File: config.mk
export PLATFORM = sky130hd
export DESIGN_NAME = board_ctrl_top
export DESIGN_NICKNAME = d
export VERILOG_FILES = /design/src/logic/board_pkg.sv /design/src/logic/apb_reg_bridge.sv /design/src/logic/board_regs.sv /design/src/logic/board_wdog.sv /design/src/logic/power_settle.sv /design/src/logic/board_ctrl_top.sv
export SDC_FILE = /design/constraint.sdc
export NUM_CORES = 1
export LEC_CHECK = 0
export BUFFER_PORTS_ARGS = -buffer_cell sky130_fd_sc_hd__buf_4
export CAP_MARGIN = 20
export CORE_UTILIZATION = 34
export DETAILED_ROUTE_END_ITERATION = 6
export PLACE_DENSITY = 0.52
export SYNTH_ARGS = -nofsm -noshare
export SYNTH_HDL_FRONTEND = slang
export SYNTH_SLANG_ARGS = --single-unit
File: constraint.sdc
create_clock -name pclk -period 5.4 [get_ports pclk]
set_clock_uncertainty 0.1 [all_clocks]
set_input_delay 0.54 -clock pclk [delete_from_list [all_inputs] [get_ports pclk]]
set_output_delay 0.54 -clock pclk [all_outputs]
set_load 0.02 [all_outputs]
File: src/logic/board_pkg.sv
// shared constants and enums for the board control block, imported by every RTL module
package board_pkg;

    // --------------------------------------------------
    // APB and register map
    // --------------------------------------------------
    localparam int ADDR_WIDTH = 12;                   // byte address, index in [5:2]

    typedef enum logic [3:0] {
        REG_STATUS  = 4'd0,                           // power, relay, amp enables
        REG_TIMEOUT = 4'd3,                           // watchdog period and led
        REG_VERSION = 4'd4,
        REG_TEMPSNS = 4'd5,                           // temperature sensor
        REG_DIGIN   = 4'd10,                          // limits, home, fault
        REG_DEBUG   = 4'd15                           // scratch
    } reg_addr_e;

    localparam logic [31:0] BOARD_VERSION = 32'h4243_3031;
    localparam logic [31:0] DEBUG_RESET   = 32'h0000_2000;

    // --------------------------------------------------
    // axes, tick and timers
    // --------------------------------------------------
    localparam int NUM_AXES   = 4;
    localparam int TICK_WIDTH = 4;                    // one tick every 16 clocks

    localparam logic [15:0] MV_SETTLE_TICKS   = 16'd8;
    localparam logic [15:0] WDOG_PERIOD_RESET = 16'h0000;  // zero means watchdog off
    localparam logic [15:0] WDOG_STEP         = 16'h0040;  // phase threshold step

    // period indicator shown on the led
    typedef enum logic [2:0] {
        WDOG_DISABLE,
        WDOG_PHASE_ONE,
        WDOG_PHASE_TWO,
        WDOG_PHASE_THREE,
        WDOG_PHASE_FOUR,
        WDOG_PHASE_FIVE
    } wdog_phase_e;

    // --------------------------------------------------
    // APB bridge FSM
    // --------------------------------------------------
    typedef enum logic [1:0] {
        IDLE,                                         // waiting for setup phase
        ACCESS,                                       // first access cycle
        READ_WAIT                                     // read data returned here
    } apb_state_e;

endpackage

File: src/logic/apb_reg_bridge.sv
// APB slave port that turns each transfer into a single-cycle register read or write strobe
module apb_reg_bridge import board_pkg::*; (
    input  logic                  pclk,
    input  logic                  rst_n,
    input  logic                  psel,
    input  logic                  penable,
    input  logic                  pwrite,
    input  logic [ADDR_WIDTH-1:0] paddr,
    input  logic [31:0]           pwdata,
    output logic [31:0]           prdata,
    output logic                  pready,
    output logic                  pslverr,
    output logic [ADDR_WIDTH-1:0] reg_addr,
    output logic [31:0]           reg_wdata,
    output logic                  reg_wen,
    output logic                  reg_ren,
    input  logic [31:0]           reg_rdata
);

    apb_state_e state, state_next;
    logic       aligned;                              // word aligned address
    logic       access;                               // first access cycle seen

    assign aligned = (paddr[1:0] == 2'b00);
    assign access  = (state == ACCESS) && psel && penable;

    always_ff @(posedge pclk) begin
        if (!rst_n) begin
            state <= IDLE;
        end else begin
            state <= state_next;
        end
    end

    always_comb begin
        state_next = state;
        case (state)
            IDLE:      if (psel && !penable) state_next = ACCESS;    // setup phase
            ACCESS: begin
                if (!psel) begin
                    state_next = IDLE;                               // host gave up
                end else if (penable) begin
                    state_next = (pwrite || !aligned) ? IDLE : READ_WAIT;
                end
            end
            READ_WAIT: state_next = IDLE;
            default:   state_next = IDLE;
        endcase
    end

    // strobes only for aligned addresses
    assign reg_wen   = access && pwrite && aligned;
    assign reg_ren   = access && !pwrite && aligned;
    assign reg_addr  = paddr;
    assign reg_wdata = pwdata;

    // writes and errors finish at once, reads one cycle later
    assign pready  = (access && (pwrite || !aligned)) || (state == READ_WAIT);
    assign pslverr = access && !aligned;
    assign prdata  = (state == READ_WAIT) ? reg_rdata : 32'd0;  // registered in board_regs

    // --------------------------------------------------
    // checks
    // --------------------------------------------------
    // strobes last a single clock
    a_strobe_single: assert property (@(posedge pclk) disable iff (!rst_n)
        (reg_wen || reg_ren) |=> !(reg_wen || reg_ren));

    // one ready pulse per transfer, at most one wait state
    a_ready_once: assert property (@(posedge pclk) disable iff (!rst_n)
        $rose(psel && penable) |-> ##[0:1] pready ##1 !pready);

endmodule

File: src/logic/board_regs.sv
// status/control register file with amp disable logic and read mux, driven by the APB bridge
module board_regs import board_pkg::*; (
    input  logic                  pclk,
    input  logic                  rst_n,
    input  logic [ADDR_WIDTH-1:0] reg_addr,
    input  logic [31:0]           reg_wdata,
    input  logic                  reg_wen,
    input  logic                  reg_ren,
    input  logic                  wdog_timeout,
    input  wdog_phase_e           wdog_phase,
    input  logic [NUM_AXES:1]     settle_disable,
    input  logic                  mv_good,            // motor voltage good
    input  logic                  mv_faultn,          // motor supply fault, active low
    input  logic                  relay,              // safety relay feedback
    input  logic [3:0]            board_id,           // rotary switch
    input  logic [15:0]           temp_sense,
    input  logic [NUM_AXES:1]     fault,
    input  logic [NUM_AXES:1]     neg_limit,
    input  logic [NUM_AXES:1]     pos_limit,
    input  logic [NUM_AXES:1]     home,
    input  logic [NUM_AXES:1]     safety_amp_disable,
    output logic [31:0]           reg_rdata,
    output logic [NUM_AXES:1]     amp_disable,        // to the amplifiers
    output logic                  pwr_enable,
    output logic                  relay_on,
    output logic                  any_write,
    output logic                  powerup_cmd,
    output logic [15:0]           wdog_period,
    output logic                  wdog_led
);

    reg_addr_e             idx;
    logic                  hit;                       // mapped, aligned word
    logic                  write_status;
    logic [NUM_AXES:1]     reg_disable;               // 1 = axis off
    logic [NUM_AXES:1]     en_mask;
    logic [NUM_AXES:1]     en_val;
    logic [NUM_AXES:1]     disable_wr;                // disable bits after a status write
    logic                  pwr_next;
    logic                  pwr_off;
    logic [31:0]           reg_debug;
    logic [31:0]           rd_mux;

    // --------------------------------------------------
    // decode
    // --------------------------------------------------
    assign idx          = reg_addr_e'(reg_addr[5:2]);
    assign hit          = (reg_addr[ADDR_WIDTH-1:6] == '0) && (reg_addr[1:0] == 2'b00);
    assign write_status = reg_wen && hit && (idx == REG_STATUS);

    assign en_mask  = reg_wdata[11:8];
    assign en_val   = reg_wdata[3:0];
    assign pwr_next = reg_wdata[19] ? reg_wdata[18] : pwr_enable;
    assign pwr_off  = !pwr_enable || !pwr_next;       // power off before or after write

    // masked bits take the new value, the rest hold
    assign disable_wr = {NUM_AXES{pwr_off}} | (en_mask & ~en_val) | (~en_mask & reg_disable);

    // host trying to bring up power or an amp
    assign powerup_cmd = write_status &&
                         ((reg_wdata[19] && reg_wdata[18]) || (|(en_mask & en_val)));
    assign any_write   = reg_wen;                     // restarts the watchdog

    assign amp_disable = reg_disable | settle_disable;

    // --------------------------------------------------
    // control registers
    // --------------------------------------------------
    always_ff @(posedge pclk) begin
        if (!rst_n) begin
            reg_disable <= '1;                        // all axes off
            pwr_enable  <= 1'b0;
            relay_on    <= 1'b0;
            wdog_led    <= 1'b0;
            wdog_period <= WDOG_PERIOD_RESET;
            reg_debug   <= DEBUG_RESET;
        end else if (reg_wen) begin
            if (hit) begin
                case (idx)
                    REG_STATUS: begin
                        reg_disable <= disable_wr;
                        relay_on    <= reg_wdata[17] ? reg_wdata[16] : relay_on;
                        pwr_enable  <= pwr_next;
                    end
                    REG_TIMEOUT: begin
                        wdog_led    <= reg_wdata[31];
                        wdog_period <= reg_wdata[15:0];
                    end
                    REG_DEBUG: reg_debug <= reg_wdata;
                    default: ;                        // read only or unmapped
                endcase
            end
        end else begin
            // timeout and safety inputs only ever turn axes off
            reg_disable <= reg_disable | safety_amp_disable | {NUM_AXES{wdog_timeout}};
        end
    end

    // --------------------------------------------------
    // read mux
    // --------------------------------------------------
    always_comb begin
        case (idx)
            REG_STATUS:  rd_mux = {4'd4, board_id,
                                   wdog_timeout, 3'b000,
                                   mv_good, pwr_enable, ~relay, relay_on,
                                   ~mv_faultn, 2'b00, wdog_led, fault,
                                   safety_amp_disable, ~reg_disable};
            REG_TIMEOUT: rd_mux = {wdog_led, 12'd0, wdog_phase, wdog_period};
            REG_VERSION: rd_mux = BOARD_VERSION;
            REG_TEMPSNS: rd_mux = {16'd0, temp_sense};
            REG_DIGIN:   rd_mux = {16'd0, neg_limit, pos_limit, home, fault};
            REG_DEBUG:   rd_mux = reg_debug;
            default:     rd_mux = 32'd0;
        endcase
    end

    // data ready for the bridge wait state
    always_ff @(posedge pclk) begin
        if (reg_ren) begin
            reg_rdata <= hit ? rd_mux : 32'd0;        // unmapped reads zero
        end
    end

    // power off keeps every amp off
    a_pwr_off_amps: assert property (@(posedge pclk) disable iff (!rst_n)
        (!pwr_enable && !reg_wen) |-> (amp_disable == '1));

endmodule

File: src/logic/board_wdog.sv
// tick divider and host watchdog, raises a sticky timeout when the host stops writing
module board_wdog import board_pkg::*; (
    input  logic        pclk,
    input  logic        rst_n,
    input  logic        any_write,                    // any register write
    input  logic        powerup_cmd,                  // clears timeout
    input  logic [15:0] wdog_period,                  // in ticks, 0 = off
    output logic        tick,
    output logic        wdog_timeout,
    output wdog_phase_e wdog_phase
);

    logic [TICK_WIDTH-1:0] tick_cnt;
    logic [15:0]           wdog_count;

    // --------------------------------------------------
    // tick divider
    // --------------------------------------------------
    always_ff @(posedge pclk) begin
        if (!rst_n) begin
            tick_cnt <= '0;
        end else begin
            tick_cnt <= tick_cnt + 1'b1;              // free running
        end
    end

    assign tick = &tick_cnt;                          // one clock in 16

    // --------------------------------------------------
    // watchdog counter and sticky flag
    // --------------------------------------------------
    always_ff @(posedge pclk) begin
        if (!rst_n) begin
            wdog_count   <= 16'd0;
            wdog_timeout <= 1'b0;
        end else if (powerup_cmd) begin
            wdog_count   <= 16'd0;
            wdog_timeout <= 1'b0;
        end else if (any_write) begin
            wdog_count <= 16'd0;                      // host is alive
        end else if (tick && (wdog_period != 16'd0)) begin
            if (wdog_count < wdog_period) begin
                wdog_count <= wdog_count + 1'b1;
            end else begin
                wdog_timeout <= 1'b1;                 // stays set until power up
            end
        end
    end

    // period thresholds for the led indicator
    always_comb begin
        if (wdog_period == 16'd0) begin
            wdog_phase = WDOG_DISABLE;
        end else if (wdog_period <= WDOG_STEP) begin
            wdog_phase = WDOG_PHASE_ONE;
        end else if (wdog_period <= 16'(2 * WDOG_STEP)) begin
            wdog_phase = WDOG_PHASE_TWO;
        end else if (wdog_period <= 16'(3 * WDOG_STEP)) begin
            wdog_phase = WDOG_PHASE_THREE;
        end else if (wdog_period <= 16'(4 * WDOG_STEP)) begin
            wdog_phase = WDOG_PHASE_FOUR;
        end else begin
            wdog_phase = WDOG_PHASE_FIVE;
        end
    end

    a_no_timeout_off: assert property (@(posedge pclk) disable iff (!rst_n)
        $rose(wdog_timeout) |-> ($past(wdog_period) != 16'd0));

endmodule

File: src/logic/power_settle.sv
// motor voltage settle timer, keeps the amps off until mv_good has held for the settle time
module power_settle import board_pkg::*; (
    input  logic                pclk,
    input  logic                rst_n,
    input  logic                tick,                 // from board_wdog
    input  logic                mv_good,
    output logic [NUM_AXES:1]   settle_disable
);

    logic [15:0] settle_cnt;                          // ticks with mv_good high

    always_ff @(posedge pclk) begin
        if (!rst_n) begin
            settle_cnt     <= 16'd0;
            settle_disable <= '1;
        end else if (!mv_good) begin
            settle_cnt     <= 16'd0;                  // start over
            settle_disable <= '1;
        end else if (tick) begin
            if (settle_cnt < MV_SETTLE_TICKS) begin
                settle_cnt <= settle_cnt + 1'b1;
            end else begin
                settle_disable <= '0;                 // settled, release amps
            end
        end
    end

    // loss of motor voltage turns all amps off next clock
    a_mv_loss: assert property (@(posedge pclk) disable iff (!rst_n)
        !mv_good |=> (settle_disable == '1));

endmodule

File: src/logic/board_ctrl_top.sv
// top level of the board control block, wires the APB bridge to registers and timers
module board_ctrl_top import board_pkg::*; (
    input  logic                  pclk,
    input  logic                  rst_n,
    input  logic                  psel,
    input  logic                  penable,
    input  logic                  pwrite,
    input  logic [ADDR_WIDTH-1:0] paddr,
    input  logic [31:0]           pwdata,
    output logic [31:0]           prdata,
    output logic                  pready,
    output logic                  pslverr,
    input  logic                  mv_good,
    input  logic                  mv_faultn,
    input  logic                  relay,
    input  logic [3:0]            board_id,
    input  logic [15:0]           temp_sense,
    input  logic [NUM_AXES:1]     fault,
    input  logic [NUM_AXES:1]     neg_limit,
    input  logic [NUM_AXES:1]     pos_limit,
    input  logic [NUM_AXES:1]     home,
    input  logic [NUM_AXES:1]     safety_amp_disable,
    output logic [NUM_AXES:1]     amp_disable,
    output logic                  pwr_enable,
    output logic                  relay_on,
    output logic                  wdog_timeout
);

    // --------------------------------------------------
    // internal nets
    // --------------------------------------------------
    logic [ADDR_WIDTH-1:0] reg_addr;
    logic [31:0]           reg_wdata;
    logic [31:0]           reg_rdata;
    logic                  reg_wen;
    logic                  reg_ren;
    logic                  any_write;
    logic                  powerup_cmd;
    logic [15:0]           wdog_period;
    wdog_phase_e           wdog_phase;
    logic                  tick;                      // every 16 clocks
    logic [NUM_AXES:1]     settle_disable;

    apb_reg_bridge u_bridge (.*);

    // led output not brought out on this board
    board_regs u_regs (
        .wdog_led (),
        .*
    );

    board_wdog u_wdog (.*);

    power_settle u_settle (.*);

endmodule

# ---- Word level (Yosys, flattened, before mapping)
# Index checks and enable logic that the tools add are counted.
dict set report op_classes {
  n_eq_ne 11
  reduce_logical 45
  muxes 16
  add_sub_neg 3
  bitwise_logic 17
  magnitude_cmp 6
}
# operator count
set op_table {}
lappend op_table {{$pmux W32 S6} 1}
lappend op_table {{$add A16 B1 Y16 const B} 2}
lappend op_table {{$le A16 B8 Y1 const B} 2}
lappend op_table {{$mux W32} 1}
lappend op_table {{$or A4 B4 Y4} 5}
lappend op_table {{$le A16 B7 Y1 const B} 1}
lappend op_table {{$le A16 B9 Y1 const B} 1}
lappend op_table {{$logic_not A16 Y1} 1}
lappend op_table {{$lt A16 B16 Y1} 1}
lappend op_table {{$lt A16 B4 Y1 const B} 1}
lappend op_table {{$reduce_bool A16 Y1} 1}
lappend op_table {{$logic_and A1 B1 Y1} 15}
lappend op_table {{$and A4 B4 Y4} 3}
lappend op_table {{$mux W3} 4}
lappend op_table {{$mux W4} 3}
lappend op_table {{$not A4 Y4} 3}
lappend op_table {{$reduce_and A3 Y1} 4}
lappend op_table {{$reduce_and A5 Y1} 2}
lappend op_table {{$eq A4 B3 Y1 const B} 2}
lappend op_table {{$eq A4 B4 Y1 const B} 2}
lappend op_table {{$mux W2} 4}
lappend op_table {{$reduce_and A2 Y1} 4}
lappend op_table {{$reduce_and A4 Y1} 2}
lappend op_table {{$logic_not A6 Y1} 1}
lappend op_table {{other kinds (17)} 32}
dict set report word_totals {
  elab_cells 111
  out_inout_bits 41
  inputBits 92
  reg_bits 130
}

# ---- Logic depth before layout (Yosys ltp)
# Gate-level depths: netlist of run 1.
dict set report logic_depth {
  ltp_word 9
  ltp_mapped 9
  depth_no_buf 8
}

# ---- Modules after synthesis
# A second synthesis of run 1 with hierarchy kept.
dict set report hier_totals {
  cells_unflattened 724
  area_unflattened_um2 6809.0
}
# mod instances area_per_inst_um2 seq_area_each_um2 cells_per_inst
set modules_own_cells {}
lappend modules_own_cells {board_regs 1 3997.6 2062.0 390}
lappend modules_own_cells {board_wdog 1 1486.4 420.4 181}
lappend modules_own_cells {apb_reg_bridge 1 683.2 40.0 94}
lappend modules_own_cells {power_settle 1 641.9 340.3 59}

# ---- Worst setup path after synthesis of run 1
# No wires, ideal clock.
dict set report synth_timing {
  kind {input-to-reg}
  startpoint {input penable}
  endpoint {register u_regs.reg_rdata[0], enable pin}
  required_time_ns 4.795
  path_stages 2
  n_path_buf 0
  setup_time_ns 0.505
  arrival_ns 3.827
  setup_slack_ns 0.968
  path_cell_list {nand4b_1 -> nor4_1}
}
dict set report synth_via {
  elab_chain_len 3
}
# item line
set synth_lines {}
lappend synth_lines {{start, declared} board_ctrl_top.sv:6} ;# input logic penable,
lappend synth_lines {{$logic_and A1 B1 Y1} apb_reg_bridge.sv:25} ;# assign access = (state == ACCESS) && psel && penable;
lappend synth_lines {{$logic_and A1 B1 Y1 (2 in a row)} apb_reg_bridge.sv:53} ;# assign reg_ren = access && !pwrite && aligned;
lappend synth_lines {{net reg_ren} board_ctrl_top.sv:36} ;# logic reg_ren;
lappend synth_lines {{end signal, assigned} board_regs.sv:121} ;# reg_rdata <= hit ? rd_mux : 32'd0;
lappend synth_lines {{end, declared} board_regs.sv:22} ;# output logic [31:0] reg_rdata,
# The timed path passes the listed nets, and every way through them passes these cells.
# A chain may end at the register's enable or synchronous reset.

# ---- Worst setup path after layout of run 1
dict set report layout_timing {
  startpoint {register u_regs.wdog_period[9]}
  endpoint {register u_wdog.wdog_count[14]}
}
dict set report layout_via {
  elab_chain_len 3
  word_cells_on_any_way 4
  cone_classes {order compare (1); reduce/logical (3)}
}
# item line
set layout_lines {}
lappend layout_lines {{start, declared} board_regs.sv:28} ;# output logic [15:0] wdog_period,
lappend layout_lines {{start signal, assigned} board_regs.sv:87} ;# wdog_period <= reg_wdata[15:0];
lappend layout_lines {{parallel branches: the longest is 2 deep, another holds $lt A16 B16 Y1} -}
lappend layout_lines {{$reduce_and A2 Y1 (no line) (*)} -}
lappend layout_lines {{end signal, assigned} board_wdog.sv:43} ;# wdog_count <= wdog_count + 1'b1;
lappend layout_lines {{end, declared} board_wdog.sv:14} ;# logic [15:0] wdog_count;
# Every way passes the cells marked *.

==> results of run 1 <==
==> area by class of cell <==
| type | instances | area (um^2) |
|---|---|---|
| repair buffers | 141 | 1060 |
| well taps | 225 | 282 |
| inverters | 22 | 82.6 |
| fillers | 1707 | 9500 |
| clock inverters | 13 | 164 |
| multi-input cells | 514 | 3080 |
| flip-flops and latches | 127 | 2860 |
| clock buffers | 19 | 443 |
==> final timing paths <==
| check | cells past startpoint | end | start |
|---|---|---|---|
| hold reg to reg | 2 | u_regs.reg_debug[31] | u_regs.reg_debug[31] |
| setup reg to reg | 8 | u_wdog.wdog_count[14] | u_regs.wdog_period[9] |
| setup / recovery | 8 | u_wdog.wdog_count[14] | u_regs.wdog_period[9] |
| hold / removal | 2 | u_bridge.state[0] | penable |
==> routing by layer <==
| metal | part of all wire (%) | wire [um] | vias up |
|---|---|---|---|
| li1 | - | - | 2766 |
| met1 | 45 | 8600 | 2633 |
| met2 | 47 | 8890 | 201 |
| met3 | 7.0 | 1330 | 15 |
| met4 | 1.3 | 240 | 0 |
| met5 | 0 | 0 | - |
==> registers in the layout, summed over array words and instances (netlist names) <==
| register | count |
|---|---|
| u_regs.reg_debug | 32 |
| u_regs.wdog_led | 1 |
| u_regs.pwr_enable | 1 |
| u_bridge.state | 2 |
| u_regs.reg_disable | 4 |
| u_regs.reg_rdata | 32 |
| u_regs.wdog_period | 16 |
| u_settle.settle_disable | 1 |
| u_wdog.tick_cnt | 4 |
| u_wdog.wdog_timeout | 1 |
| u_wdog.wdog_count | 16 |
| u_regs.relay_on | 1 |
| u_settle.settle_cnt | 16 |
==> through the flow <==
stage                     utilization, %  hold WS, ps  power (mW)  setup slack (ps)
final                               45.6          200        2.27              2290
after global routing                45.6          201        2.34              2140
after CTS                           45.6          175        2.29              2310
after detailed placement            42.1          354        1.11              2320
after global placement              42.1          347        1.11              2400
after floorplan                        -          335        1.03               968
==> cell usage in the layout, fill, tap and decap left out, drive strengths merged, types with 3 or more instances in the layout <==
cell | synthesis | routed
buf | 5 | 141
nand2 | 134 | 134
dfxtp | 95 | 95
a21boi | 50 | 50
a21oi | 40 | 40
and2 | 35 | 35
nor2 | 34 | 34
edfxtp | 32 | 32
inv | 22 | 24
and3 | 22 | 22
o21ai | 20 | 20
clkbuf | 34 | 19
ha | 18 | 18
nand3 | 17 | 17
a222oi | 13 | 13
a22oi | 11 | 11
nor3 | 11 | 11
nor4 | 11 | 11
nand4 | 9 | 9
or3 | 9 | 9
a22o | 8 | 8
or4 | 7 | 7
xor2 | 6 | 6
a31oi | 6 | 6
or2 | 6 | 6
clkinv | 0 | 6
nor2b | 5 | 5
nand2b | 5 | 5
o31ai | 5 | 5
o21bai | 3 | 3
mux2i | 3 | 3
xnor2 | 3 | 3
a211oi | 3 | 3
o22ai | 3 | 3
bufinv | 0 | 3
==> power groups by stage <==
stage | clock network [mW] | logic (mW) | registers (mW)
after global placement | 0 | 0.119 | 0.995
after CTS | 1.19 | 0.120 | 0.975
final | 1.18 | 0.120 | 0.975
after floorplan | 0 | 0.0404 | 0.995
after global routing | 1.24 | 0.129 | 0.974
after detailed placement | 0 | 0.119 | 0.995
==> cell families after synthesis <==
logic type                 Yosys count
AOI/OAI and AO/OA                  172
xor gates and xnor gates             9
adders and majority gates           18
buffers and inverters               61
DFF                                127
muxes                                3
and+or+nand+nor                    312
==> metrics.yaml, run 1 <==
yosys:
  synth.top_cells.by_count: "nand2_1, dfxtp_1, a21boi_0"
  synth_simple_gate_area_share_pct: 25.0
  syn-num-nets: 812
  synth_compound_area_share_pct: 19.2
  synthMuxAreaShare_pct: 0.487
  synth_cell_type_count: 54
  yosysTopAreaCell: "dfxtp_1"
  synthTopCellsByArea: "dfxtp_1, edfxtp_1, nand2_1, a21boi_0, ha_1"
  synth_xor_area_share_pct: 1.28
  syn-mean-instance-area_um2: 8.79
  ys_seq_area_share_pct: 46.4
  synthAdderAreaFrac_pct: 3.65
  synth_edf_count: 32
  synth_ff_type: "dfxtp_1"
  yosysWarningCount: 0
  synthCells: 702
  synth_top_family_by_area: "simple AND/OR/NAND/NOR gates"
  netlist_area_um2: 6170
  synthArstFlopShare_pct: 0
  synth.most_common_cell: "nand2_1"
  netlist.area_leader.share_pct: 30.8
  synth-seq-cells: 127
clock_network:
  cts_tree: "yes"
  cts_max_level: 4
  clk_latency_ps: 420
  clockRootBuffer: "clkbuf_16"
  cts_resized: 0
  clk_path_buf_depth: 2
  ctsHoldBuffers: 0
  clock-sinks: 127
  post_cts_buffers: 0
  cts_buffers: 17
  clkTransAtPathRegs_ps: 60
drt:
  drt_wl_total_um: 19100
  ant_nets: 0
  vias: 5615
  wl_per_cell_um: 18.0
  viasPerCell: 5.29
  drc: 13
  dr.pass1.iters: 7
  drtIter0Drc: 455
global_routing:
  grt_use_met1_pct: 27.8
  grt_pass1_vias: 5267
  grt_max_degree: 76
  gr-usage-met3_pct: 4.33
  grt-ovfl-total: 0
  grt-busiest-layer: "met2"
  grt_usage_pct: 20.8
  use_met2_pct: 33.2
  grt_pass1_wl_um: 28800
  antenna_found_initial: 0
placement:
  finalWeightedCongestion: 0.837
  dp_cells: 1028
  dp_hpwl_um: 14100
  dpl-instance-area_um2: 7360
  portBuffers: 132
floorplan:
  die_width_um: 137
  core-area_um2: 17500
  io-pin-count: 133
  die_h_um: 137
  initial_core_util_pct: 35.3
  rows: 48
  die_area_um2: 18700
sta:
  relSlewSlack_pct: 29.1
  tns_ps: 0
  min_period_ps: 3110
  setup_viol: 0
  slew_violations: 0
  rsz0062_at_grt: "false"
  max_freq_ghz: 0.322
  layout_worst_path_cycle_share_pct: 57.5
  tightest_slew_ps: 1060
  hold_violations: 0
critical_path:
  slowest_delay_ps: 600
  path_buf_inv: 1
  reg2reg_slack_ps: 2290
  path_max_fanout: 15
  worstPathRequired_ps: 5640
  arrival_ps: 3340
  worst_setup_path_start_kind: "register"
  crit_chain: "inv_1 -> ha_1 -> a21oi_1 -> nor3_1 -> or4_1 -> or3_1 -> or4_1 -> a21oi_1"
  end_kind: "register"
  path_class: "register to register"
  critical_path.top_delay_family: "simple AND/OR/NAND/NOR gates"
  slowest_stage: "or3_1"
run:
  drv_cap: 0
power_and_ir_drop:
  power_frac_seq_pct: 42.9
  pwr-share-comb_pct: 5.3
  p_leak_nw: 3.07
  p_int_mw: 1.77
  p_switching_mw: 0.498
  clkPwrFrac_pct: 51.8
  ir_drop_mv: 0.199
  power_density_nw_per_um2: 285
  sw_frac_of_total_pct: 21.9
final_layout:
  stdcell_area_um2: 7970
  final_nets: 933
  diodes: 0
  drive_above_1_share_pct: 22.0
  fin_cells: 1061
  synthToLayoutAreaGrowth_pct: 29.2
run_status:
  violations: "DRC"
  status: "finished, violations left"
worst_hold_path:
  min_path_type: "input pin to register"
No activity file was read; power rests on OpenSTA's default activity.
==> inputs of run 2 (changes only) <==
--- a/config.mk
+++ b/config.mk
@@ -9,7 +9,7 @@
 export CAP_MARGIN = 20
 export CORE_UTILIZATION = 34
 export DETAILED_ROUTE_END_ITERATION = 6
-export PLACE_DENSITY = 0.52
+export PLACE_DENSITY = 0.54
 export SYNTH_ARGS = -nofsm -noshare
 export SYNTH_HDL_FRONTEND = slang
 export SYNTH_SLANG_ARGS = --single-unit
==> constraint.sdc (replaced) <==
create_clock -name pclk -period 2.7 [get_ports pclk]
set_clock_uncertainty 0.1 [all_clocks]
set_input_delay 0.27 -clock pclk [delete_from_list [all_inputs] [get_ports pclk]]
set_output_delay 0.27 -clock pclk [all_outputs]
set_load 0.02 [all_outputs]
==> metrics.yaml, run 2 (synthesis results as in run 1) <==
power_and_ir_drop:
  finalPower_mw: 4.65
  p_leak_nw: 3.39
  clkPwrFrac_pct: 52.7
  power_density_nw_per_um2: 542
  pwr-share-comb_pct: 5.4
  p_int_mw: 3.63
  p_switching_mw: 1.02
  sw_frac_of_total_pct: 22.0
  power_frac_seq_pct: 41.9
  ir_drop_mv: 0.439
run_status:
  status: "completed"
final_layout:
  final_common_cell: "buf_4"
  fin_cells: 1113
  final_nets: 985
  synthToLayoutAreaGrowth_pct: 39.0
  stdcell_area_um2: 8580
  reg_top3: "u_regs.reg_debug (32), u_regs.reg_rdata (32)"
  final_cell_mix: "buf_4, nand2_1, dfxtp_1"
  fillCellCount: 1647
  diodes: 0
  drive_above_1_share_pct: 30.0
  final_util_pct: 49.1
critical_path:
  worstSetupPathDepth: 8
  worstPathRequired_ps: 2940
  crit_chain: "inv_2 -> ha_4 -> nand4_1 -> nor3_2 -> or4_4 -> or3_4 -> or4_4 -> a21oi_2"
  path_max_fanout: 5
  crit_top_cell: "or4_4"
  end_kind: "register"
  ff2ff_path_depth: 8
  slowest_stage: "or4_4"
  path_buf_inv: 1
  path_class: "register to register"
  worst_setup_path_start_kind: "register"
  critical_path.top_delay_family: "simple AND/OR/NAND/NOR gates"
  arrival_ps: 2910
  r2r_end: "u_wdog.wdog_count[14]"
  worstReg2RegStart: "u_regs.wdog_period[13]"
  endpoint: "u_wdog.wdog_count[14]"
  slowest_delay_ps: 560
  crit_start: "u_regs.wdog_period[13]"
  reg2reg_slack_ps: 30
global_routing:
  grt_max_degree: 45
  grt_usage_pct: 21.3
  grt_pass1_vias: 5531
  grt-ovfl-total: 0
  grt_pass1_wl_um: 29900
  antenna_found_initial: 0
sta:
  max_freq_ghz: 0.375
  rsz0062_at_grt: "true"
  layout_worst_path_cycle_share_pct: 98.7
  worst_slack_ps: 34.1
  relSlewSlack_pct: 51.3
  min_period_ps: 2670
  setup_viol: 0
  whs_ps: 4.97
  tns_ps: 0
  hold_violations: 0
  tightest_slew_ps: 729
  slew_violations: 0
worst_hold_path:
  hp-start: "pwdata[25]"
  min_path_type: "input pin to register"
clock_network:
  clk_path_buf_depth: 2
  cts_buffers: 17
  cts_max_level: 4
  cts_tree: "yes"
  clockRootBuffer: "clkbuf_16"
  clock-sinks: 127
  clk_latency_ps: 420
  clkTransAtPathRegs_ps: 60
drt:
  ant_nets: 0
  viasPerCell: 5.25
  drt_wl_total_um: 19500
  vias: 5845
  dr.pass1.iters: 5
  drc: 0
  wl_per_cell_um: 17.6
  drtIter0Drc: 452
placement:
  pre_cts_ws_ps: -155
  dpl-instance-area_um2: 7730
  finalWeightedCongestion: 0.946
  portBuffers: 132
  dp_cells: 1075
  dp_hpwl_um: 14700
floorplan:
  initial_core_util_pct: 35.3
  io-pin-count: 133
  die_width_um: 137
  core-area_um2: 17500
  die_h_um: 137
  die_area_um2: 18700
  rows: 48
run:
  drv_cap: 0
==> run 2: how the worst min path moves through the flow <==
stage | end | slack, ps | cells after the start
after global routing | u_regs.reg_debug[29] | 2 | 3
after global placement | u_wdog.tick_cnt[0] | 350 | 1
after detailed placement | u_regs.reg_debug[6] | 350 | 2
final | u_regs.reg_debug[25] | 5 | 3
after floorplan | u_bridge.state[0] | 240 | 1
after CTS | u_regs.reg_debug[29] | 2 | 3
==> run 2: power by group through the flow <==
stage | Clock, mW | Combinational [mW] | Sequential, mW
finish | 2.45 | 0.250 | 1.95
global route | 2.59 | 0.268 | 1.95
CTS | 2.49 | 0.248 | 1.95
detailed placement | 0 | 0.242 | 1.99
global placement | 0 | 0.239 | 1.99
floorplan | 0 | 0.0811 | 1.99
==> run 2: timing repair <==
| action | CTS | global route |
|---|---|---|
| buffers inserted | 0 | 1 |
| hold buffers | 4 | 0 |
| gates resized for setup | 3 | 32 |
| endpoints found under the hold margin | 4 | 0 |
| pin swaps | 3 | 15 |
| cloned | 1 | 0 |
| endpoints found under the setup margin | 13 | 16 |
==> run 2: layer usage <==
layer | vias to the layer above | GRT usage, % | part of all wire (%)
met1 | 2752 | 28.3 | 45
met5 | - | 0 | 0
met4 | 0 | 8.02 | 2.0
met2 | 192 | 34.2 | 47
met3 | 35 | 4.11 | 6.2
li1 | 2866 | - | -
==> run 2: layout make-up <==
cell class	count	area, um^2	share of cell area, %
Multi-Input combinational cell	515	3240	37.8
Sequential cell	127	2880	33.5
Timing Repair Buffer	192	1460	17.1
Clock buffer	17	425	4.96
Tap cell	225	282	3.28
Clock inverter	15	208	2.42
Inverter	22	82.6	0.963
==> run 2: tightest hold or removal path: stages <==
cell	delay, ps
buf_4	110
nand2_1	40
a21boi_0	60
==> inputs of run 3 (changes only) <==
--- a/config.mk
+++ b/config.mk
@@ -12,4 +12,5 @@
 export PLACE_DENSITY = 0.54
 export SYNTH_ARGS = -nofsm -noshare
 export SYNTH_HDL_FRONTEND = slang
+export SYNTH_HIERARCHICAL = 1
 export SYNTH_SLANG_ARGS = --single-unit
==> metrics.yaml, run 3 <==
final_layout:
  reg_top3: "u_regs/reg_debug (32), u_regs/reg_rdata (32)"
  drive_above_1_share_pct: 26.1
  fin_cells: 1100
  diodes: 0
  final_common_cell: "buf_4"
  final_cell_mix: "buf_4, dfxtp_1, nand2_1"
  final_nets: 932
  final_util_pct: 43.7
  stdcell_area_um2: 8530
  synthToLayoutAreaGrowth_pct: 25.3
critical_path:
  arrival_ps: 2850
  worst_setup_path_start_kind: "register"
  worstPathRequired_ps: 2950
  ff2ff_path_depth: 8
  path_class: "register to register"
  reg2reg_slack_ps: 100
  path_max_fanout: 8
  end_kind: "register"
drt:
  drt_wl_total_um: 19500
  ant_nets: 0
  dr.pass1.iters: 6
  wl_per_cell_um: 17.7
  viasPerCell: 5.30
  vias: 5830
  drc: 0
  drtIter0Drc: 387
sta:
  slew_violations: 0
  max_freq_ghz: 0.385
  tightest_slew_ps: 789
  setup_viol: 0
  min_period_ps: 2600
  worst_slack_ps: 103
  tns_ps: 0
  whs_ps: 27.3
  hold_violations: 0
  relSlewSlack_pct: 46.9
  layout_worst_path_cycle_share_pct: 96.2
global_routing:
  grt-ovfl-total: 0
  grt_max_degree: 39
  grt_pass1_vias: 5527
  grt_pass1_wl_um: 29700
  grt_usage_pct: 19.1
  antenna_found_initial: 1
clock_network:
  cts_tree: "yes"
  cts_max_level: 4
  cts_buffers: 17
  clockRootBuffer: "clkbuf_16"
  clk_path_buf_depth: 2
  clk_latency_ps: 420
  clock-sinks: 127
  clkTransAtPathRegs_ps: 50
yosys:
  synth_cell_type_count: 68
  synth_xor_area_share_pct: 0.515
  synth.top_cells.by_count: "dfxtp_1, nand2_1, buf_4"
  synth_top_family_by_area: "simple AND/OR/NAND/NOR gates"
  synthAdderAreaFrac_pct: 3.31
  synthArstFlopShare_pct: 0
  ys_seq_area_share_pct: 42.0
  synth_edf_count: 32
  synth_compound_area_share_pct: 15.6
  yosysTopAreaCell: "dfxtp_1"
  synth_ff_type: "dfxtp_1"
  synth_simple_gate_area_share_pct: 23.3
  syn-mean-instance-area_um2: 9.40
  yosysWarningCount: 6
  netlist.area_leader.share_pct: 27.9
  synthMuxAreaShare_pct: 5.15
  netlist_area_um2: 6810
  synth.most_common_cell: "dfxtp_1"
  synthTopCellsByArea: "dfxtp_1, edfxtp_1, buf_4, mux2i_1, and2_1"
  syn-num-nets: 834
  synthCells: 724
  synth-seq-cells: 127
power_and_ir_drop:
  pwr-share-comb_pct: 6.3
  clkPwrFrac_pct: 50.3
  power_density_nw_per_um2: 527
  ir_drop_mv: 0.351
  finalPower_mw: 4.50
  p_int_mw: 3.53
  p_leak_nw: 3.49
  power_frac_seq_pct: 43.3
  sw_frac_of_total_pct: 21.6
  p_switching_mw: 0.973
run:
  drv_cap: 0
floorplan:
  die_h_um: 144
  die_area_um2: 20600
  initial_core_util_pct: 34.9
  io-pin-count: 133
  core-area_um2: 19500
  die_width_um: 144
  rows: 51
worst_hold_path:
  hold_depth: 3
  min_path_type: "input pin to register"
placement:
  portBuffers: 132
  dp_hpwl_um: 14100
  dpl-instance-area_um2: 7690
  pre_cts_ws_ps: 100
  dp_cells: 1043
  finalWeightedCongestion: 0.852
run_status:
  status: "completed"
-- run 3: cell count changes after synthesis, moves of 15 or more --
cell | before | now
mux2i_1 | 3 | 35
a21boi_0 | 45 | 0
nand2_1 | 134 | 59
clkbuf_1 | 34 | 19
o21ai_0 | 20 | 3
buf_4 | 1 | 55
-- run 3: kinds of logic after synthesis --
logic type	count (synthesis)
buffers and inverters	116
and+or+nand+nor	275
AOI/OAI and AO/OA	149
adders and majority gates	18
DFF	127
xor gates and xnor gates	4
muxes	35
-- run 3: layer usage --
metal  GRT usage (%)  wire, um
met5               0        13
met4            7.17       269
met3            4.73      1440
met2            30.0      9050
met1            25.3      8740
-- run 3: power groups by stage --
stage | Clock [mW] | Sequential (mW) | Combinational [mW]
4_1_cts | 2.31 | 1.95 | 0.285
5_1_grt | 2.38 | 1.95 | 0.304
2_1_floorplan | 0 | 1.99 | 0.146
3_5_place_dp | 0 | 1.99 | 0.258
3_3_place_gp | 0 | 1.99 | 0.256
6_report | 2.26 | 1.95 | 0.285
-- run 3: area by class of cell --
class                           count  area [um^2]
Fill cell                        1911        11000
Multi-Input combinational cell    483         3320
Sequential cell                   127         2870
Timing Repair Buffer              172         1360
Clock buffer                       19          433
Tap cell                          265          332
Clock inverter                     13          146
Inverter                           21         78.8
-- run 3: final timing paths --
check                              start               endpoint
hold reg to reg       u_wdog/tick_cnt[0]     u_wdog/tick_cnt[0]
hold / removal                 pwdata[1]    u_regs/reg_debug[1]
setup / recovery  u_regs/wdog_period[13]  u_wdog/wdog_count[14]
setup reg to reg  u_regs/wdog_period[13]  u_wdog/wdog_count[14]
-- run 3: worst max-delay path, cell delays in order (launching register included) --
cell,delay (ps)
dfxtp_2,360
inv_1,50
ha_1,310
a211o_1,270
o211ai_1,90
o211ai_1,200
or3_4,480
or4_1,510
a21oi_1,160
-- run 3: timing repair --
item,CTS,global route
endpoints found under the hold margin,25,0
hold buffers,22,0
resized for setup,0,8
setup buffers,0,1
setup endpoints to repair,0,12
